$ cat config.mk
export PLATFORM = sky130hd
export DESIGN_NAME = sha_acc_top
export DESIGN_NICKNAME = d
export VERILOG_FILES = /design/src/rtl/sha_acc_pkg.sv /design/src/rtl/sha_acc_block_buf.sv /design/src/rtl/sha_acc_ctrl.sv /design/src/rtl/sha_acc_pad.sv /design/src/rtl/sha_acc_regs.sv /design/src/rtl/sha_acc_top.sv
export VERILOG_INCLUDE_DIRS = /design/src /design/src/rtl
export SDC_FILE = /design/constraint.sdc
export NUM_CORES = 2
export LEC_CHECK = 0
export ABC_AREA = 1
export CAP_MARGIN = 20
export CORE_AREA = 2 2 424 426
export CTS_CLUSTER_SIZE = 8
export DETAILED_ROUTE_END_ITERATION = 6
export DIE_AREA = 0 0 426 428
export DONT_BUFFER_PORTS = 1
export PLACE_DENSITY = 0.53
export SETUP_SLACK_MARGIN = 0.2
export SLEW_MARGIN = 20
export SYNTH_ARGS = -nofsm -noshare
export SYNTH_HDL_FRONTEND = slang
export SYNTH_SLANG_ARGS = --single-unit
$ cat constraint.sdc
create_clock -name clk -period 7.67 [get_ports clk]
set_input_delay 1.534 -clock clk [delete_from_list [all_inputs] [get_ports clk]]
set_output_delay 1.534 -clock clk [all_outputs]
set_load 0.05 [all_outputs]
$ cat src/rtl/sha_acc_defines.svh
// SHA-512/384 accelerator front end shared constants
// Bus width, block geometry, padding threshold and register map

`ifndef SHA_ACC_DEFINES_SVH
`define SHA_ACC_DEFINES_SVH

// Bus data width in bits
`define SHA_ACC_DATA_W 32

// One SHA-512 message block
`define SHA_ACC_BLOCK_W 1024
`define SHA_ACC_BLOCK_WORDS 32
`define SHA_ACC_BLOCK_BYTES 128

// Tail byte count at and above which the 128-bit length spills into a second block
`define SHA_ACC_PAD_LIMIT 112

// Register map, byte offsets
`define SHA_ACC_ADDR_W 5
`define SHA_ACC_REG_LOCK 5'h00
`define SHA_ACC_REG_MODE 5'h04
`define SHA_ACC_REG_DLEN 5'h08
`define SHA_ACC_REG_DATAIN 5'h0C
`define SHA_ACC_REG_EXECUTE 5'h10
`define SHA_ACC_REG_STATUS 5'h14

`endif

$ cat src/rtl/sha_acc_pkg.sv
// SHA-512/384 accelerator front end types
// Bus request, core command, block views and FSM encodings

`include "sha_acc_defines.svh"

package sha_acc_pkg;

  // One bus request as seen by the register file
  typedef struct packed {
    logic [`SHA_ACC_ADDR_W-1:0] addr;
    logic                       write;
    logic [`SHA_ACC_DATA_W-1:0] wdata;
  } bus_req_t;

  // Command port of the hash core
  typedef struct packed {
    logic init;
    logic next;
    logic mode_512;
  } core_cmd_t;

  // The block register seen as words (data writes) or bytes (padding)
  // Index 0 is the most significant part in both views
  typedef union packed {
    logic [0:`SHA_ACC_BLOCK_WORDS-1][`SHA_ACC_DATA_W-1:0] words;
    logic [0:`SHA_ACC_BLOCK_BYTES-1][7:0]                 bytes;
  } sha_block_u;

  // Padding request from the controller to the block buffer
  typedef enum logic [1:0] {
    pad_none,
    pad_data_end,
    pad_length_only
  } pad_cmd_e;

  // Block sequencing states
  typedef enum logic [2:0] {
    sha_idle,
    sha_block_0,
    sha_block_n,
    sha_pad_0,
    sha_pad_1,
    sha_done
  } sha_state_e;

endpackage

$ cat src/rtl/sha_acc_block_buf.sv
// SHA accelerator block buffer
// Packs DATAIN words big-endian into the 1024-bit block, tracks the
// write pointer and message byte count, and loads padded blocks

`timescale 1ns/100ps
`include "sha_acc_defines.svh"

module sha_acc_block_buf (
  input  logic                       clk,
  input  logic                       rst_b,
  input  logic                       datain_wr,
  input  logic [`SHA_ACC_DATA_W-1:0] wdata,
  input  logic                       ptr_clr,
  input  logic                       cnt_clr,
  input  sha_acc_pkg::pad_cmd_e      pad_cmd,
  input  logic [`SHA_ACC_DATA_W-1:0] dlen_bytes,
  output sha_acc_pkg::sha_block_u    block,
  output logic                       block_full,
  output logic                       bytes_pending
);

  import sha_acc_pkg::*;

  logic                       wr_pend;
  logic [`SHA_ACC_DATA_W-1:0] wdata_q;
  logic [5:0]                 wptr;
  logic [31:0]                bytes_wr;
  logic [31:0]                bytes_seen;
  logic                       slots_full;
  sha_block_u                 block_pad;

  // ----------------------------------------
  // Write staging
  // ----------------------------------------
  // An accepted word sits here for one cycle before it lands
  always_ff @(posedge clk or negedge rst_b) begin
    if (!rst_b) begin
      wr_pend <= 1'b0;
    end else begin
      wr_pend <= datain_wr;
    end
  end

  always_ff @(posedge clk) begin
    if (datain_wr) begin
      wdata_q <= wdata;
    end
  end

  assign bytes_pending = wr_pend;

  // Pointer and byte count advance as the word lands
  always_ff @(posedge clk or negedge rst_b) begin
    if (!rst_b) begin
      wptr     <= '0;
      bytes_wr <= '0;
    end else begin
      if (ptr_clr) begin
        wptr <= '0;
      end else if (wr_pend) begin
        wptr <= wptr + 6'd1;
      end
      if (cnt_clr) begin
        bytes_wr <= '0;
      end else if (wr_pend) begin
        bytes_wr <= bytes_wr + 32'd4;
      end
    end
  end

  // ----------------------------------------
  // Full detection
  // ----------------------------------------
  // Count the staged word too so a 33rd write is held in time
  assign slots_full = ((wptr + 6'(wr_pend)) == 6'(`SHA_ACC_BLOCK_WORDS));
  assign bytes_seen = bytes_wr + (wr_pend ? 32'd4 : 32'd0);

  // A last word that runs past DLEN is partial, so the block waits for padding
  assign block_full = slots_full & ~(bytes_seen > dlen_bytes);

  // ----------------------------------------
  // Block register
  // ----------------------------------------
  sha_acc_pad pad_i (
    .block_in   (block),
    .pad_cmd    (pad_cmd),
    .dlen_bytes (dlen_bytes),
    .block_out  (block_pad)
  );

  always_ff @(posedge clk) begin
    if (pad_cmd != pad_none) begin
      block <= block_pad;
    end else if (wr_pend) begin
      block.words[wptr[4:0]] <= wdata_q;
    end
  end

endmodule

$ cat src/rtl/sha_acc_ctrl.sv
// SHA accelerator block sequencer
// Decides when each block goes to the core, asks for padding at the end
// of the message and registers the init/next commands

`timescale 1ns/100ps
`include "sha_acc_defines.svh"

module sha_acc_ctrl (
  input  logic                       clk,
  input  logic                       rst_b,
  input  logic                       lock,
  input  logic                       execute,
  input  logic                       datain_wr,
  input  logic                       mode_512,
  input  logic [`SHA_ACC_DATA_W-1:0] dlen_bytes,
  input  logic                       block_full,
  input  logic                       bytes_pending,
  input  logic                       core_ready,
  input  logic                       core_digest_valid,
  output sha_acc_pkg::core_cmd_t     core_cmd,
  output logic                       ptr_clr,
  output logic                       cnt_clr,
  output sha_acc_pkg::pad_cmd_e      pad_cmd,
  output logic                       state_done
);

  import sha_acc_pkg::*;

  sha_state_e state_q;
  sha_state_e state_d;
  logic       core_rdy;
  logic       digest_vld;
  logic [6:0] tail_bytes;
  logic       extra_pad;
  logic       in_block;
  logic       arc_start;
  logic       arc_send;
  logic       arc_pad_0;
  logic       arc_pad_1;
  logic       arc_done;

  // The core only drops ready a cycle after it sees a command
  assign core_rdy   = core_ready & ~(core_cmd.init | core_cmd.next);
  assign digest_vld = core_digest_valid & ~(core_cmd.init | core_cmd.next);

  // Data bytes in the final block and whether the length still fits there
  assign tail_bytes = dlen_bytes[6:0];
  assign extra_pad  = (tail_bytes >= 7'(`SHA_ACC_PAD_LIMIT));

  // ----------------------------------------
  // Transition conditions
  // ----------------------------------------
  assign in_block  = lock & ((state_q == sha_block_0) | (state_q == sha_block_n));
  assign arc_start = lock & (state_q == sha_idle) & datain_wr;
  // A full block wins over padding so a block-aligned message is sent before the pad block
  assign arc_send  = in_block & block_full & ~bytes_pending & core_rdy;
  assign arc_pad_0 = in_block & ~arc_send & execute & ~bytes_pending & core_rdy;
  assign arc_pad_1 = lock & (state_q == sha_pad_0) & extra_pad & core_rdy;
  assign arc_done  = lock & digest_vld &
                     (((state_q == sha_pad_0) & ~extra_pad) | (state_q == sha_pad_1));

  always_comb begin
    state_d = state_q;
    if (!lock) begin
      state_d = sha_idle;
    end else begin
      case (state_q)
        sha_idle: begin
          if (arc_start) state_d = sha_block_0;
        end
        sha_block_0, sha_block_n: begin
          if (arc_send) state_d = sha_block_n;
          else if (arc_pad_0) state_d = sha_pad_0;
        end
        sha_pad_0: begin
          if (arc_pad_1) state_d = sha_pad_1;
          else if (arc_done) state_d = sha_done;
        end
        sha_pad_1: begin
          if (arc_done) state_d = sha_done;
        end
        sha_done: state_d = sha_done;
        default: state_d = sha_idle;
      endcase
    end
  end

  // ----------------------------------------
  // State and command registers
  // ----------------------------------------
  always_ff @(posedge clk or negedge rst_b) begin
    if (!rst_b) begin
      state_q  <= sha_idle;
      core_cmd <= '0;
    end else begin
      state_q <= state_d;
      // Whatever leaves block_0 is the first block of the message
      core_cmd.init     <= (state_q == sha_block_0) & (arc_send | arc_pad_0);
      core_cmd.next     <= ((state_q == sha_block_n) & (arc_send | arc_pad_0)) | arc_pad_1;
      core_cmd.mode_512 <= mode_512;
    end
  end

  // Padding lands in the block on the same edge as the transition
  assign pad_cmd = arc_pad_0 ? pad_data_end :
                   arc_pad_1 ? pad_length_only : pad_none;

  assign ptr_clr    = arc_send | ~lock;
  assign cnt_clr    = ~lock;
  assign state_done = (state_q == sha_done);

endmodule

$ cat src/rtl/sha_acc_pad.sv
// SHA-2 message padding for the final block or blocks
// Masks the tail, appends the 0x80 marker and places the bit length

`timescale 1ns/100ps
`include "sha_acc_defines.svh"

module sha_acc_pad (
  input  sha_acc_pkg::sha_block_u    block_in,
  input  sha_acc_pkg::pad_cmd_e      pad_cmd,
  input  logic [`SHA_ACC_DATA_W-1:0] dlen_bytes,
  output sha_acc_pkg::sha_block_u    block_out
);

  import sha_acc_pkg::*;

  logic [6:0]   tail_bytes;
  logic         extra_pad;
  logic [127:0] len_bits;

  // Bytes of real data in the last block
  assign tail_bytes = dlen_bytes[6:0];
  assign extra_pad  = (tail_bytes >= 7'(`SHA_ACC_PAD_LIMIT));

  // Message length in bits, big-endian in the top 16 bytes
  assign len_bits = {93'd0, dlen_bytes, 3'b000};

  always_comb begin
    block_out = block_in;
    case (pad_cmd)
      pad_data_end: begin
        // Keep the data, clear everything after it
        for (int i = 0; i < `SHA_ACC_BLOCK_BYTES; i++) begin
          if (i >= int'(tail_bytes)) block_out.bytes[i] = 8'h00;
        end
        block_out.bytes[tail_bytes] = 8'h80;
        // The length only goes here when the marker left room for it
        if (!extra_pad) begin
          block_out.bytes[`SHA_ACC_PAD_LIMIT:`SHA_ACC_BLOCK_BYTES-1] = len_bits;
        end
      end
      pad_length_only: begin
        // Spill block holding nothing but the length
        block_out = '0;
        block_out.bytes[`SHA_ACC_PAD_LIMIT:`SHA_ACC_BLOCK_BYTES-1] = len_bits;
      end
      default: block_out = block_in;
    endcase
  end

endmodule

$ cat src/rtl/sha_acc_regs.sv
// SHA accelerator register file
// Decodes the register map, owns LOCK, MODE, DLEN and EXECUTE,
// returns registered read data and errors, and stalls DATAIN on a full block

`timescale 1ns/100ps
`include "sha_acc_defines.svh"

module sha_acc_regs (
  input  logic                       clk,
  input  logic                       rst_b,
  input  logic                       req_dv,
  input  sha_acc_pkg::bus_req_t      req,
  input  logic                       block_full,
  input  logic                       state_done,
  output logic                       req_hold,
  output logic [`SHA_ACC_DATA_W-1:0] rdata,
  output logic                       err,
  output logic                       lock,
  output logic                       execute,
  output logic                       datain_wr,
  output logic                       mode_512,
  output logic [`SHA_ACC_DATA_W-1:0] dlen_bytes
);

  logic                       accept;
  logic                       hit_lock;
  logic                       hit_mode;
  logic                       hit_dlen;
  logic                       hit_datain;
  logic                       hit_execute;
  logic                       hit_status;
  logic                       hit_any;
  logic                       wr_ok;
  logic                       wr_denied;
  logic [`SHA_ACC_DATA_W-1:0] rd_val;

  // ----------------------------------------
  // Address decode
  // ----------------------------------------
  assign hit_lock    = (req.addr == `SHA_ACC_REG_LOCK);
  assign hit_mode    = (req.addr == `SHA_ACC_REG_MODE);
  assign hit_dlen    = (req.addr == `SHA_ACC_REG_DLEN);
  assign hit_datain  = (req.addr == `SHA_ACC_REG_DATAIN);
  assign hit_execute = (req.addr == `SHA_ACC_REG_EXECUTE);
  assign hit_status  = (req.addr == `SHA_ACC_REG_STATUS);
  assign hit_any     = hit_lock | hit_mode | hit_dlen | hit_datain | hit_execute | hit_status;

  // Only a legal DATAIN write is stalled, and only while the block is waiting on the core
  assign req_hold = req_dv & req.write & hit_datain & lock & block_full;
  assign accept   = req_dv & ~req_hold;

  // Writes to the message registers need the lock
  assign wr_ok     = accept & req.write & lock;
  assign wr_denied = req.write & ~lock & (hit_mode | hit_dlen | hit_datain | hit_execute);
  assign datain_wr = wr_ok & hit_datain;

  // ----------------------------------------
  // Control registers
  // ----------------------------------------
  always_ff @(posedge clk or negedge rst_b) begin
    if (!rst_b) begin
      lock       <= 1'b0;
      mode_512   <= 1'b0;
      dlen_bytes <= '0;
      execute    <= 1'b0;
    end else begin
      // Reading LOCK grabs it, writing a 1 gives it back
      if (accept & hit_lock) begin
        lock <= req.write ? (lock & ~req.wdata[0]) : 1'b1;
      end
      if (wr_ok & hit_mode) begin
        mode_512 <= req.wdata[0];
      end
      if (wr_ok & hit_dlen) begin
        dlen_bytes <= req.wdata;
      end
      // EXECUTE stays up until the lock goes away
      if (!lock) begin
        execute <= 1'b0;
      end else if (wr_ok & hit_execute) begin
        execute <= 1'b1;
      end
    end
  end

  // Read mux, DATAIN and unknown offsets read as zero
  always_comb begin
    rd_val = '0;
    case (req.addr)
      `SHA_ACC_REG_LOCK:    rd_val[0] = lock;
      `SHA_ACC_REG_MODE:    rd_val[0] = mode_512;
      `SHA_ACC_REG_DLEN:    rd_val = dlen_bytes;
      `SHA_ACC_REG_EXECUTE: rd_val[0] = execute;
      `SHA_ACC_REG_STATUS:  rd_val[1:0] = {lock, state_done};
      default:              rd_val = '0;
    endcase
  end

  // Response arrives the cycle after acceptance
  always_ff @(posedge clk or negedge rst_b) begin
    if (!rst_b) begin
      rdata <= '0;
      err   <= 1'b0;
    end else begin
      rdata <= (accept & ~req.write) ? rd_val : '0;
      err   <= accept & (~hit_any | wr_denied);
    end
  end

endmodule

$ cat src/rtl/sha_acc_top.sv
// SHA-512/384 accelerator message front end
// Register file, block sequencer and block buffer in front of an external hash core

`timescale 1ns/100ps
`include "sha_acc_defines.svh"

module sha_acc_top (
  input  logic                       clk,
  input  logic                       rst_b,
  input  logic                       req_dv,
  input  sha_acc_pkg::bus_req_t      req,
  output logic                       req_hold,
  output logic [`SHA_ACC_DATA_W-1:0] rdata,
  output logic                       err,
  output sha_acc_pkg::core_cmd_t     core_cmd,
  output sha_acc_pkg::sha_block_u    block,
  input  logic                       core_ready,
  input  logic                       core_digest_valid
);

  import sha_acc_pkg::*;

  logic                       lock;
  logic                       execute;
  logic                       datain_wr;
  logic                       mode_512;
  logic [`SHA_ACC_DATA_W-1:0] dlen_bytes;
  logic                       block_full;
  logic                       bytes_pending;
  logic                       ptr_clr;
  logic                       cnt_clr;
  logic                       state_done;
  pad_cmd_e                   pad_cmd;

  // ----------------------------------------
  // Bus side
  // ----------------------------------------
  sha_acc_regs regs_i (
    .clk        (clk),
    .rst_b      (rst_b),
    .req_dv     (req_dv),
    .req        (req),
    .block_full (block_full),
    .state_done (state_done),
    .req_hold   (req_hold),
    .rdata      (rdata),
    .err        (err),
    .lock       (lock),
    .execute    (execute),
    .datain_wr  (datain_wr),
    .mode_512   (mode_512),
    .dlen_bytes (dlen_bytes)
  );

  // ----------------------------------------
  // Sequencing and block storage
  // ----------------------------------------
  sha_acc_ctrl ctrl_i (
    .clk               (clk),
    .rst_b             (rst_b),
    .lock              (lock),
    .execute           (execute),
    .datain_wr         (datain_wr),
    .mode_512          (mode_512),
    .dlen_bytes        (dlen_bytes),
    .block_full        (block_full),
    .bytes_pending     (bytes_pending),
    .core_ready        (core_ready),
    .core_digest_valid (core_digest_valid),
    .core_cmd          (core_cmd),
    .ptr_clr           (ptr_clr),
    .cnt_clr           (cnt_clr),
    .pad_cmd           (pad_cmd),
    .state_done        (state_done)
  );

  // Write data comes straight off the bus request
  sha_acc_block_buf block_buf_i (
    .clk           (clk),
    .rst_b         (rst_b),
    .datain_wr     (datain_wr),
    .wdata         (req.wdata),
    .ptr_clr       (ptr_clr),
    .cnt_clr       (cnt_clr),
    .pad_cmd       (pad_cmd),
    .dlen_bytes    (dlen_bytes),
    .block         (block),
    .block_full    (block_full),
    .bytes_pending (bytes_pending)
  );

endmodule

==> Word level (Yosys, flattened, before mapping) <==
Index checks and enable logic that the tools add are counted.
W data, S select, Z words.
{ "totals": {"register_bits": 1169, "inputBits": 43, "elab_cells": 533} }
{ "op_classes": {"mux": 285, "n_reduce_logical": 10, "add_sub_neg": 4, "magnitude_cmp": 133, "n_bitwise": 68, "n_eq_ne": 18} }
{ "op_table": {"columns": ["op", "count"], "rows": [
  ["$mux W1024", 2],
  ["$mux W8", 256],
  ["$pmux W1024 S2", 1],
  ["$bwmux W1024", 1],
  ["$and A896 B896 Y896", 1],
  ["$not A896 Y896", 1],
  ["$ge A7 B7 Y1 const A", 63],
  ["$ge A6 B7 Y1 const A", 32],
  ["$demux W32 S5", 1],
  ["$mux W128", 1],
  ["$mux W32", 4],
  ["$or A128 B128 Y128", 1],
  ["$ge A5 B7 Y1 const A", 16],
  ["$demux W8 S7", 1],
  ["$ge A4 B7 Y1 const A", 8],
  ["$and A1 B1 Y1", 38],
  ["$add A32 B3 Y32 const B", 1],
  ["$add A32 B32 Y32", 1],
  ["$gt A32 B32 Y1", 1],
  ["$mux W30", 1],
  ["$ge A3 B7 Y1 const A", 4],
  ["$mux W3", 7],
  ["$or A1 B1 Y1", 15],
  ["$pmux W3 S5", 1],
  ["37 further kinds", 60]
]} }

==> Depth between registers and ports, before layout <==
{ "logic_depth": {"word_depth": 20, "depth_mapped": 28, "mapped_depth_nobuf": 26} }

==> Hierarchy <==
A second synthesis with hierarchy kept.
{ "hier_totals": {"cells_unflattened": 7424, "hier_area_um2": 63319.5} }
{ "modules_own_cells": {"columns": ["module", "area_per_inst_um2", "instances", "cells_per_inst", "seq_area_each_um2"], "rows": [
  ["sha_acc_block_buf", 47679.5, 1, 4154, 32636.3],
  ["sha_acc_pad", 12395.6, 1, 2893, 0.0],
  ["sha_acc_regs", 2752.6, 1, 298, 1701.6],
  ["sha_acc_ctrl", 491.7, 1, 79, 150.1]
]} }

==> Worst setup path before layout <==
No wires, ideal clock.
{ "synth_timing": {"kind": "flip-flop to flip-flop", "from": "reg block_buf_i.bytes_wr[2]", "to": "reg block_buf_i.block[1000] (netlist name), enable pin", "required_ps": 7012, "arrival_time_ps": 4322, "path_slack_ps": 2690, "stages_incl_launch_ff": 25, "path_buffers": 2, "setup_time_ps": 658, "path_cell_list": "dfrtp_1 -> ha_1 -> ha_1 -> inv_1 -> nor2_1 -> nand2_1 -> nor2_1 -> inv_1 -> nor2_1 -> nand2_1 -> xor2_1 -> ha_1 -> nand2_1 -> nor2_1 -> nor3b_2 -> nor2b_1 -> nand3_1 -> nand2_2 -> nand2_4 -> nand2_4 -> nand2_4 -> buf_6 -> inv_2 -> buf_2 -> o21ai_0"} }
{ "synth_via": {"elab_chain_len": 16} }
{ "synth_rtl": {"columns": ["element", "line_no", "text"], "rows": [
  ["from (decl)", "sha_acc_block_buf.sv:27", "logic [31:0] bytes_wr;"],
  ["from (signal assigned)", "sha_acc_block_buf.sv:66", "bytes_wr <= bytes_wr + 32'd4;"],
  ["$add A32 B32 Y32 (*)", "sha_acc_block_buf.sv:76", "assign bytes_seen = bytes_wr + (wr_pend ? 32'd4 : 32'd0);"],
  ["$gt A32 B32 Y1 (*)", "sha_acc_block_buf.sv:79", "assign block_full = slots_full & ~(bytes_seen > dlen_bytes);"],
  ["$not A1 Y1 (*)", "sha_acc_block_buf.sv:79", null],
  ["$and A1 B1 Y1 (*)", "sha_acc_block_buf.sv:79", null],
  ["$and A1 B1 Y1 (*) (3 in series)", "sha_acc_ctrl.sv:56", "assign arc_send = in_block & block_full & ~bytes_pending & core_rdy;"],
  ["$not A1 Y1 (*)", "sha_acc_ctrl.sv:57", "assign arc_pad_0 = in_block & ~arc_send & execute & ~bytes_pending & core_rdy;"],
  ["$and A1 B1 Y1 (*) (4 in series)", "sha_acc_ctrl.sv:57", null],
  ["$mux W2 (*)", "sha_acc_ctrl.sv:105", "assign pad_cmd = arc_pad_0 ? pad_data_end :"],
  ["$eq A2 B2 Y1 (tied with other cells)", "sha_acc_pad.sv:29", "case (pad_cmd)"],
  ["$ne A3 B3 Y1 (no source line) / $reduce_bool A2 Y1 (equally long branches)", null, null],
  ["$reduce_and A2 Y1 (no source line) (*)", null, null],
  ["to (signal assigned)", "sha_acc_block_buf.sv:93", "block <= block_pad;"],
  ["to (decl)", "sha_acc_block_buf.sv:17", "output sha_acc_pkg::sha_block_u block,"]
]} }
Mark *: on every way between the ends. The rest lies on a longest branch, timed or not.
A chain may end at the register's enable or synchronous reset.

==> Final worst setup path <==
{ "layout_timing": {"from": "reg block_buf_i.bytes_wr[2]", "to": "out req_hold"} }
{ "layout_via": {"elab_chain_len": 5} }
{ "layout_rtl": {"columns": ["element", "line_no", "text"], "rows": [
  ["$add A32 B32 Y32", "sha_acc_block_buf.sv:76", null],
  ["$gt A32 B32 Y1", "sha_acc_block_buf.sv:79", null],
  ["$not A1 Y1", "sha_acc_block_buf.sv:79", null],
  ["$and A1 B1 Y1", "sha_acc_block_buf.sv:79", null],
  ["$and A1 B1 Y1", "sha_acc_regs.sv:49", "assign req_hold = req_dv & req.write & hit_datain & lock & block_full;"],
  ["to (decl)", "sha_acc_top.sv:12", "output logic req_hold,"]
]} }
Every way passes these cells.

==> flow_results.org <==
** Die
- Die Width :: 426 um
- During I/O placement, the number of pins put on the boundary was 1104.
- Overall die area :: 182000 um^2
- In this run the core area contains 155 standard-cell rows.
- Vertical extent of the die :: 428 um
- Area of the core region :: 178000 um^2
- Effective utilization at floorplan :: 31.4%

** Setup path
- STA puts the critical path data required time at 6.14 ns.
- Reg-to-reg critical path startpoint :: block_buf_i.bytes_wr[2]
- R2R depth :: 22
- Source of the critical timing path :: block_buf_i.bytes_wr[2]
- Critical path endpoint category :: primary output
- The critical path ends at req_hold.
- In this run the critical register-to-register path is captured at block_buf_i.block[656].
- Class of the most critical setup path :: reg2out
- Across all register-to-register paths, the minimum setup slack is 1.21 ns.
- Largest fanout on the critical path :: 5
- Crit path DAT :: 5.00 ns
- Worst Setup Start Kind :: register

** Run status
- The run finished with clean final reports.

** Synth
- In this run, synthesis produced a sequential element count of 1167.
- Post-Syn Area per Cell :: 9.41 um^2
- Counting every net in the synthesized netlist gives 6021.
- The cell area that synthesis handed to floorplanning was 55900 um^2.
- The cell count after synthesis came out at 5939.
- Part of the Yosys area used for sequential elements :: 61.7%
- Yosys printed 0 warnings.
- The netlist uses 49 different library cells.

** Power and ir drop
- Net switching is 23.4% of the power.
- IR analysis of the VDD net gives a maximum drop of 199 uV.
- Registers are responsible for 47.8% of the overall power.
- The clock network accounts for 48.8% of the total power.
- Dividing total power by cell area gives a power density of 227 nW/um^2.
- The completed layout was analyzed and its total power is 0.0144 W.
- The internal portion of the total power is 0.0110 W.
- Static Leak :: 23.1 nW
- Combinational group share of total power :: 3.4%
- Net switching component of the power :: 0.00337 W

** Clocking
- Setup fix buffers added after clock tree synthesis :: 0
- TritonCTS built the clock tree.
- Bufs on Longest Clock Path :: 3
- Clock edge transition at the registers on the reported setup and hold paths :: 0.05 ns
- The cell sitting at the root of the clock tree is a sky130_fd_sc_hd__clkbuf_16.
- The clock tree synthesis step divided the H-tree into 4 levels.
- Hold buffer count at cts :: 0
- For the worst-skew pair, the clock arrives at the later sink with an insertion delay of 0.84 ns.
- Cells resized by post-CTS repair :: 0
- Sink count of the clock tree :: 1167
- Cts bufs inserted :: 166

** STA
- Count of pins over their slew limit :: 0
- Final setup violation count :: 0
- Fin Clk Skew :: 0.0346 ns
- In the post-route analysis, the smallest setup slack over all paths is 1.13 ns.
- Summed over all failing endpoints, the final setup total negative slack is 0 ns.
- Unrepaired setup endpoints after global routing :: false
- Maximum clock frequency :: 0.153 GHz
- The routed design could run at a clock period as short as 6.54 ns.
- For the pin with the worst max-slew slack, the measured transition is 1.27 ns.
- Measured against its own limit, the worst slew margin works out to 15.5%.
- Across all hold checks on the routed design, the worst slack comes to 0.410 ns.
- The worst path uses 85.2% of the clock period.
- Total count of hold-check failures in the final report :: 0

** Global route
- Entering global routing, the biggest net connects 207 pins.
- The via count of the first global-routing pass was 44209.
- Number of antenna violations at the first check in global routing :: 26
- First-pass GRT wire length :: 397 mm
- After global routing the overflow that remains totals 0.
- Across every metal layer, demand over resource in global routing totals 31.5%.

** Layout
- The final layout contains 5937 nets.
- From synthesis to final layout, the design area changed by 13.8%.
- Measured on the finished design, the core utilization comes to 35.8%.
- In the final layout, the share of cells above drive strength 1 is 7.76%.

** Routing
- 1st-pass router iterations :: 6
- Ratio of routed vias to standard cells :: 5.79
- Detailed router's first-iteration violation count :: 6934
- Average routed wire per standard cell :: 36.0 um
- Count of unresolved DRC violations after routing :: 0
- The routed layout has 47921 vias.
- For this block, the routed nets add up to 298 mm of wire.
- Remaining antenna violation count :: 0

** Placed design
- Routability-driven placement finished with a final weighted congestion of 0.895.
- Pre-CTS setup slack :: 1.24 ns
- During placement, the flow inserted port buffers numbering 0.
- Estimated wirelength of the detail-placed design :: 203 mm

** Min path
- The worst hold path belongs to the class reg2reg.

** Run
- Max-cap violations in this run came to 0.
==> registers in the layout, summed over array words and instances, names as in the netlist <==
signal / cells
regs_i.dlen_bytes: 32
regs_i.rdata: 32
regs_i.err: 1
block_buf_i.wdata_q: 32
block_buf_i.wptr: 6
regs_i.lock: 1
block_buf_i.bytes_wr: 30
ctrl_i.state_q: 3
regs_i.mode_512: 1
regs_i.execute: 1
block_buf_i.block: 1024
ctrl_i.core_cmd: 3
block_buf_i.bytes_pending: 1
==> cells in the final DEF, fill, tap and decap left out, types with 3 or more instances in the layout <==
cell	Yosys	routed
sky130_fd_sc_hd__a21oi_2	1	8
sky130_fd_sc_hd__clkbuf_8	0	5
sky130_fd_sc_hd__a32oi_1	3	3
sky130_fd_sc_hd__clkbuf_16	0	173
sky130_fd_sc_hd__a21oi_1	88	79
sky130_fd_sc_hd__buf_12	0	6
sky130_fd_sc_hd__nor4_1	37	37
sky130_fd_sc_hd__inv_6	0	3
sky130_fd_sc_hd__xor2_1	28	28
sky130_fd_sc_hd__nand2_1	2129	2125
sky130_fd_sc_hd__buf_16	0	11
sky130_fd_sc_hd__buf_4	26	135
sky130_fd_sc_hd__nor2_2	8	18
sky130_fd_sc_hd__nor2_1	152	136
sky130_fd_sc_hd__a31oi_1	4	4
sky130_fd_sc_hd__dfrtp_1	111	111
sky130_fd_sc_hd__edfxtp_1	1056	1056
sky130_fd_sc_hd__o211ai_1	5	5
sky130_fd_sc_hd__inv_1	248	244
sky130_fd_sc_hd__nand3_1	917	917
sky130_fd_sc_hd__inv_4	0	3
sky130_fd_sc_hd__o21ai_4	0	27
sky130_fd_sc_hd__inv_2	9	9
sky130_fd_sc_hd__o22ai_1	3	3
sky130_fd_sc_hd__nor3b_1	3	3
sky130_fd_sc_hd__clkinv_1	9	10
sky130_fd_sc_hd__xnor2_1	3	3
sky130_fd_sc_hd__nor2_4	26	32
sky130_fd_sc_hd__o21ai_1	271	269
sky130_fd_sc_hd__a22oi_1	31	31
sky130_fd_sc_hd__nand2_2	2	6
sky130_fd_sc_hd__o21ai_0	286	259
sky130_fd_sc_hd__nor3_1	31	29
sky130_fd_sc_hd__ha_1	39	39
sky130_fd_sc_hd__nand4_1	11	11
sky130_fd_sc_hd__clkbuf_1	168	37
sky130_fd_sc_hd__diode_2	0	13
==> cells by family after synthesis <==
family | synth area share, %
simple gates | 25.2
flops | 61.7
compound gates | 6.58
buf+inv | 5.10
fa+ha+maj | 0.874
xor+xnor | 0.486
==> cell type report <==
type | instances | area, um^2
Tap cell | 2355 | 2950
Fill cell | 17915 | 114000
Sequential cell | 1167 | 34500
Inverter | 266 | 1010
Multi-Input combinational cell | 4100 | 19000
Timing Repair Buffer | 154 | 1460
Antenna cell | 13 | 32.5
Clock inverter | 10 | 139
Clock buffer | 215 | 4540
==> worst max-delay path: stages (launching register included) <==
cell and delay (ns):
sky130_fd_sc_hd__dfrtp_1 0.42, sky130_fd_sc_hd__ha_1 0.24, sky130_fd_sc_hd__ha_1 0.21, sky130_fd_sc_hd__inv_1 0.07
sky130_fd_sc_hd__nor2_1 0.17, sky130_fd_sc_hd__nand2_1 0.18, sky130_fd_sc_hd__nor2_1 0.23, sky130_fd_sc_hd__inv_1 0.09
sky130_fd_sc_hd__nor2_1 0.34, sky130_fd_sc_hd__nand2_1 0.12, sky130_fd_sc_hd__xor2_1 0.17, sky130_fd_sc_hd__ha_1 0.27
sky130_fd_sc_hd__nand2_1 0.06, sky130_fd_sc_hd__nor2_1 0.13, sky130_fd_sc_hd__nor3b_2 0.22, sky130_fd_sc_hd__nor2b_1 0.21
sky130_fd_sc_hd__nand3_1 0.12, sky130_fd_sc_hd__nand2_2 0.23, sky130_fd_sc_hd__nand2_4 0.09, sky130_fd_sc_hd__nor2_1 0.32
sky130_fd_sc_hd__buf_4 0.27
==> stage by stage <==
step,area (um^2),std cells
floorplan,55900,5939
global placement,58500,8028
detailed placement,58800,8037
CTS,63500,8262
global route,63600,8271
finish,63600,8280
==> worst min-delay path by stage <==
stage	from	to	cells past startpoint
3_5_place_dp	regs_i.mode_512	ctrl_i.core_cmd[0]	0
2_1_floorplan	regs_i.mode_512	ctrl_i.core_cmd[0]	0
4_1_cts	rst_b	regs_i.dlen_bytes[30]	0
3_3_place_gp	regs_i.mode_512	ctrl_i.core_cmd[0]	0
6_report	regs_i.mode_512	ctrl_i.core_cmd[0]	0
5_1_grt	rst_b	regs_i.dlen_bytes[6]	0
==> per-layer routing <==
metal	vias to the layer above	track usage, %	part of all wire, %
met3	683	10.5	12
met2	3490	50.0	46
met5	-	0	0.025
met1	23640	37.9	36
met4	10	16.8	5.8
li1	20098	-	-
==> cells in the mapped netlist (all sizes together) <==
master	number	area share [%]
a21boi	1	0.013
o21a	1	0.013
or2	3	0.034
xnor2	3	0.047
nand3	917	8.2
nor2	186	1.6
nor3b	4	0.063
a211oi	1	0.013
a32o	1	0.018
a221oi	2	0.031
buf	238	2.2
a21o	2	0.027
nor3	32	0.31
o22ai	3	0.034
a22oi	31	0.42
nor4	37	0.41
o21bai	1	0.013
edfxtp	1056	57
nor2b	1	0.011
o211ai	5	0.067
o21ai	557	5.0
a31oi	4	0.045
dfrtp	111	5.0
o311ai	1	0.016
a32oi	3	0.047
clkbuf	168	1.1
nand2	2134	14
nand4	12	0.15
xor2	28	0.44
clkinv	9	0.060
o221ai	1	0.016
a21oi	89	0.80
inv	257	1.7
a22o	1	0.016
ha	39	0.87
==> power groups by stage <==
stage | combinational (W) | clock, W | sequential (W)
floorplan | 0.000239 | 0 | 0.00701
global placement | 0.000476 | 0 | 0.00702
detailed placement | 0.000477 | 0 | 0.00702
CTS | 0.000479 | 0.00709 | 0.00690
global route | 0.000512 | 0.00728 | 0.00689
finish | 0.000489 | 0.00703 | 0.00689
Note: power is estimated with default switching activity, not from simulation.
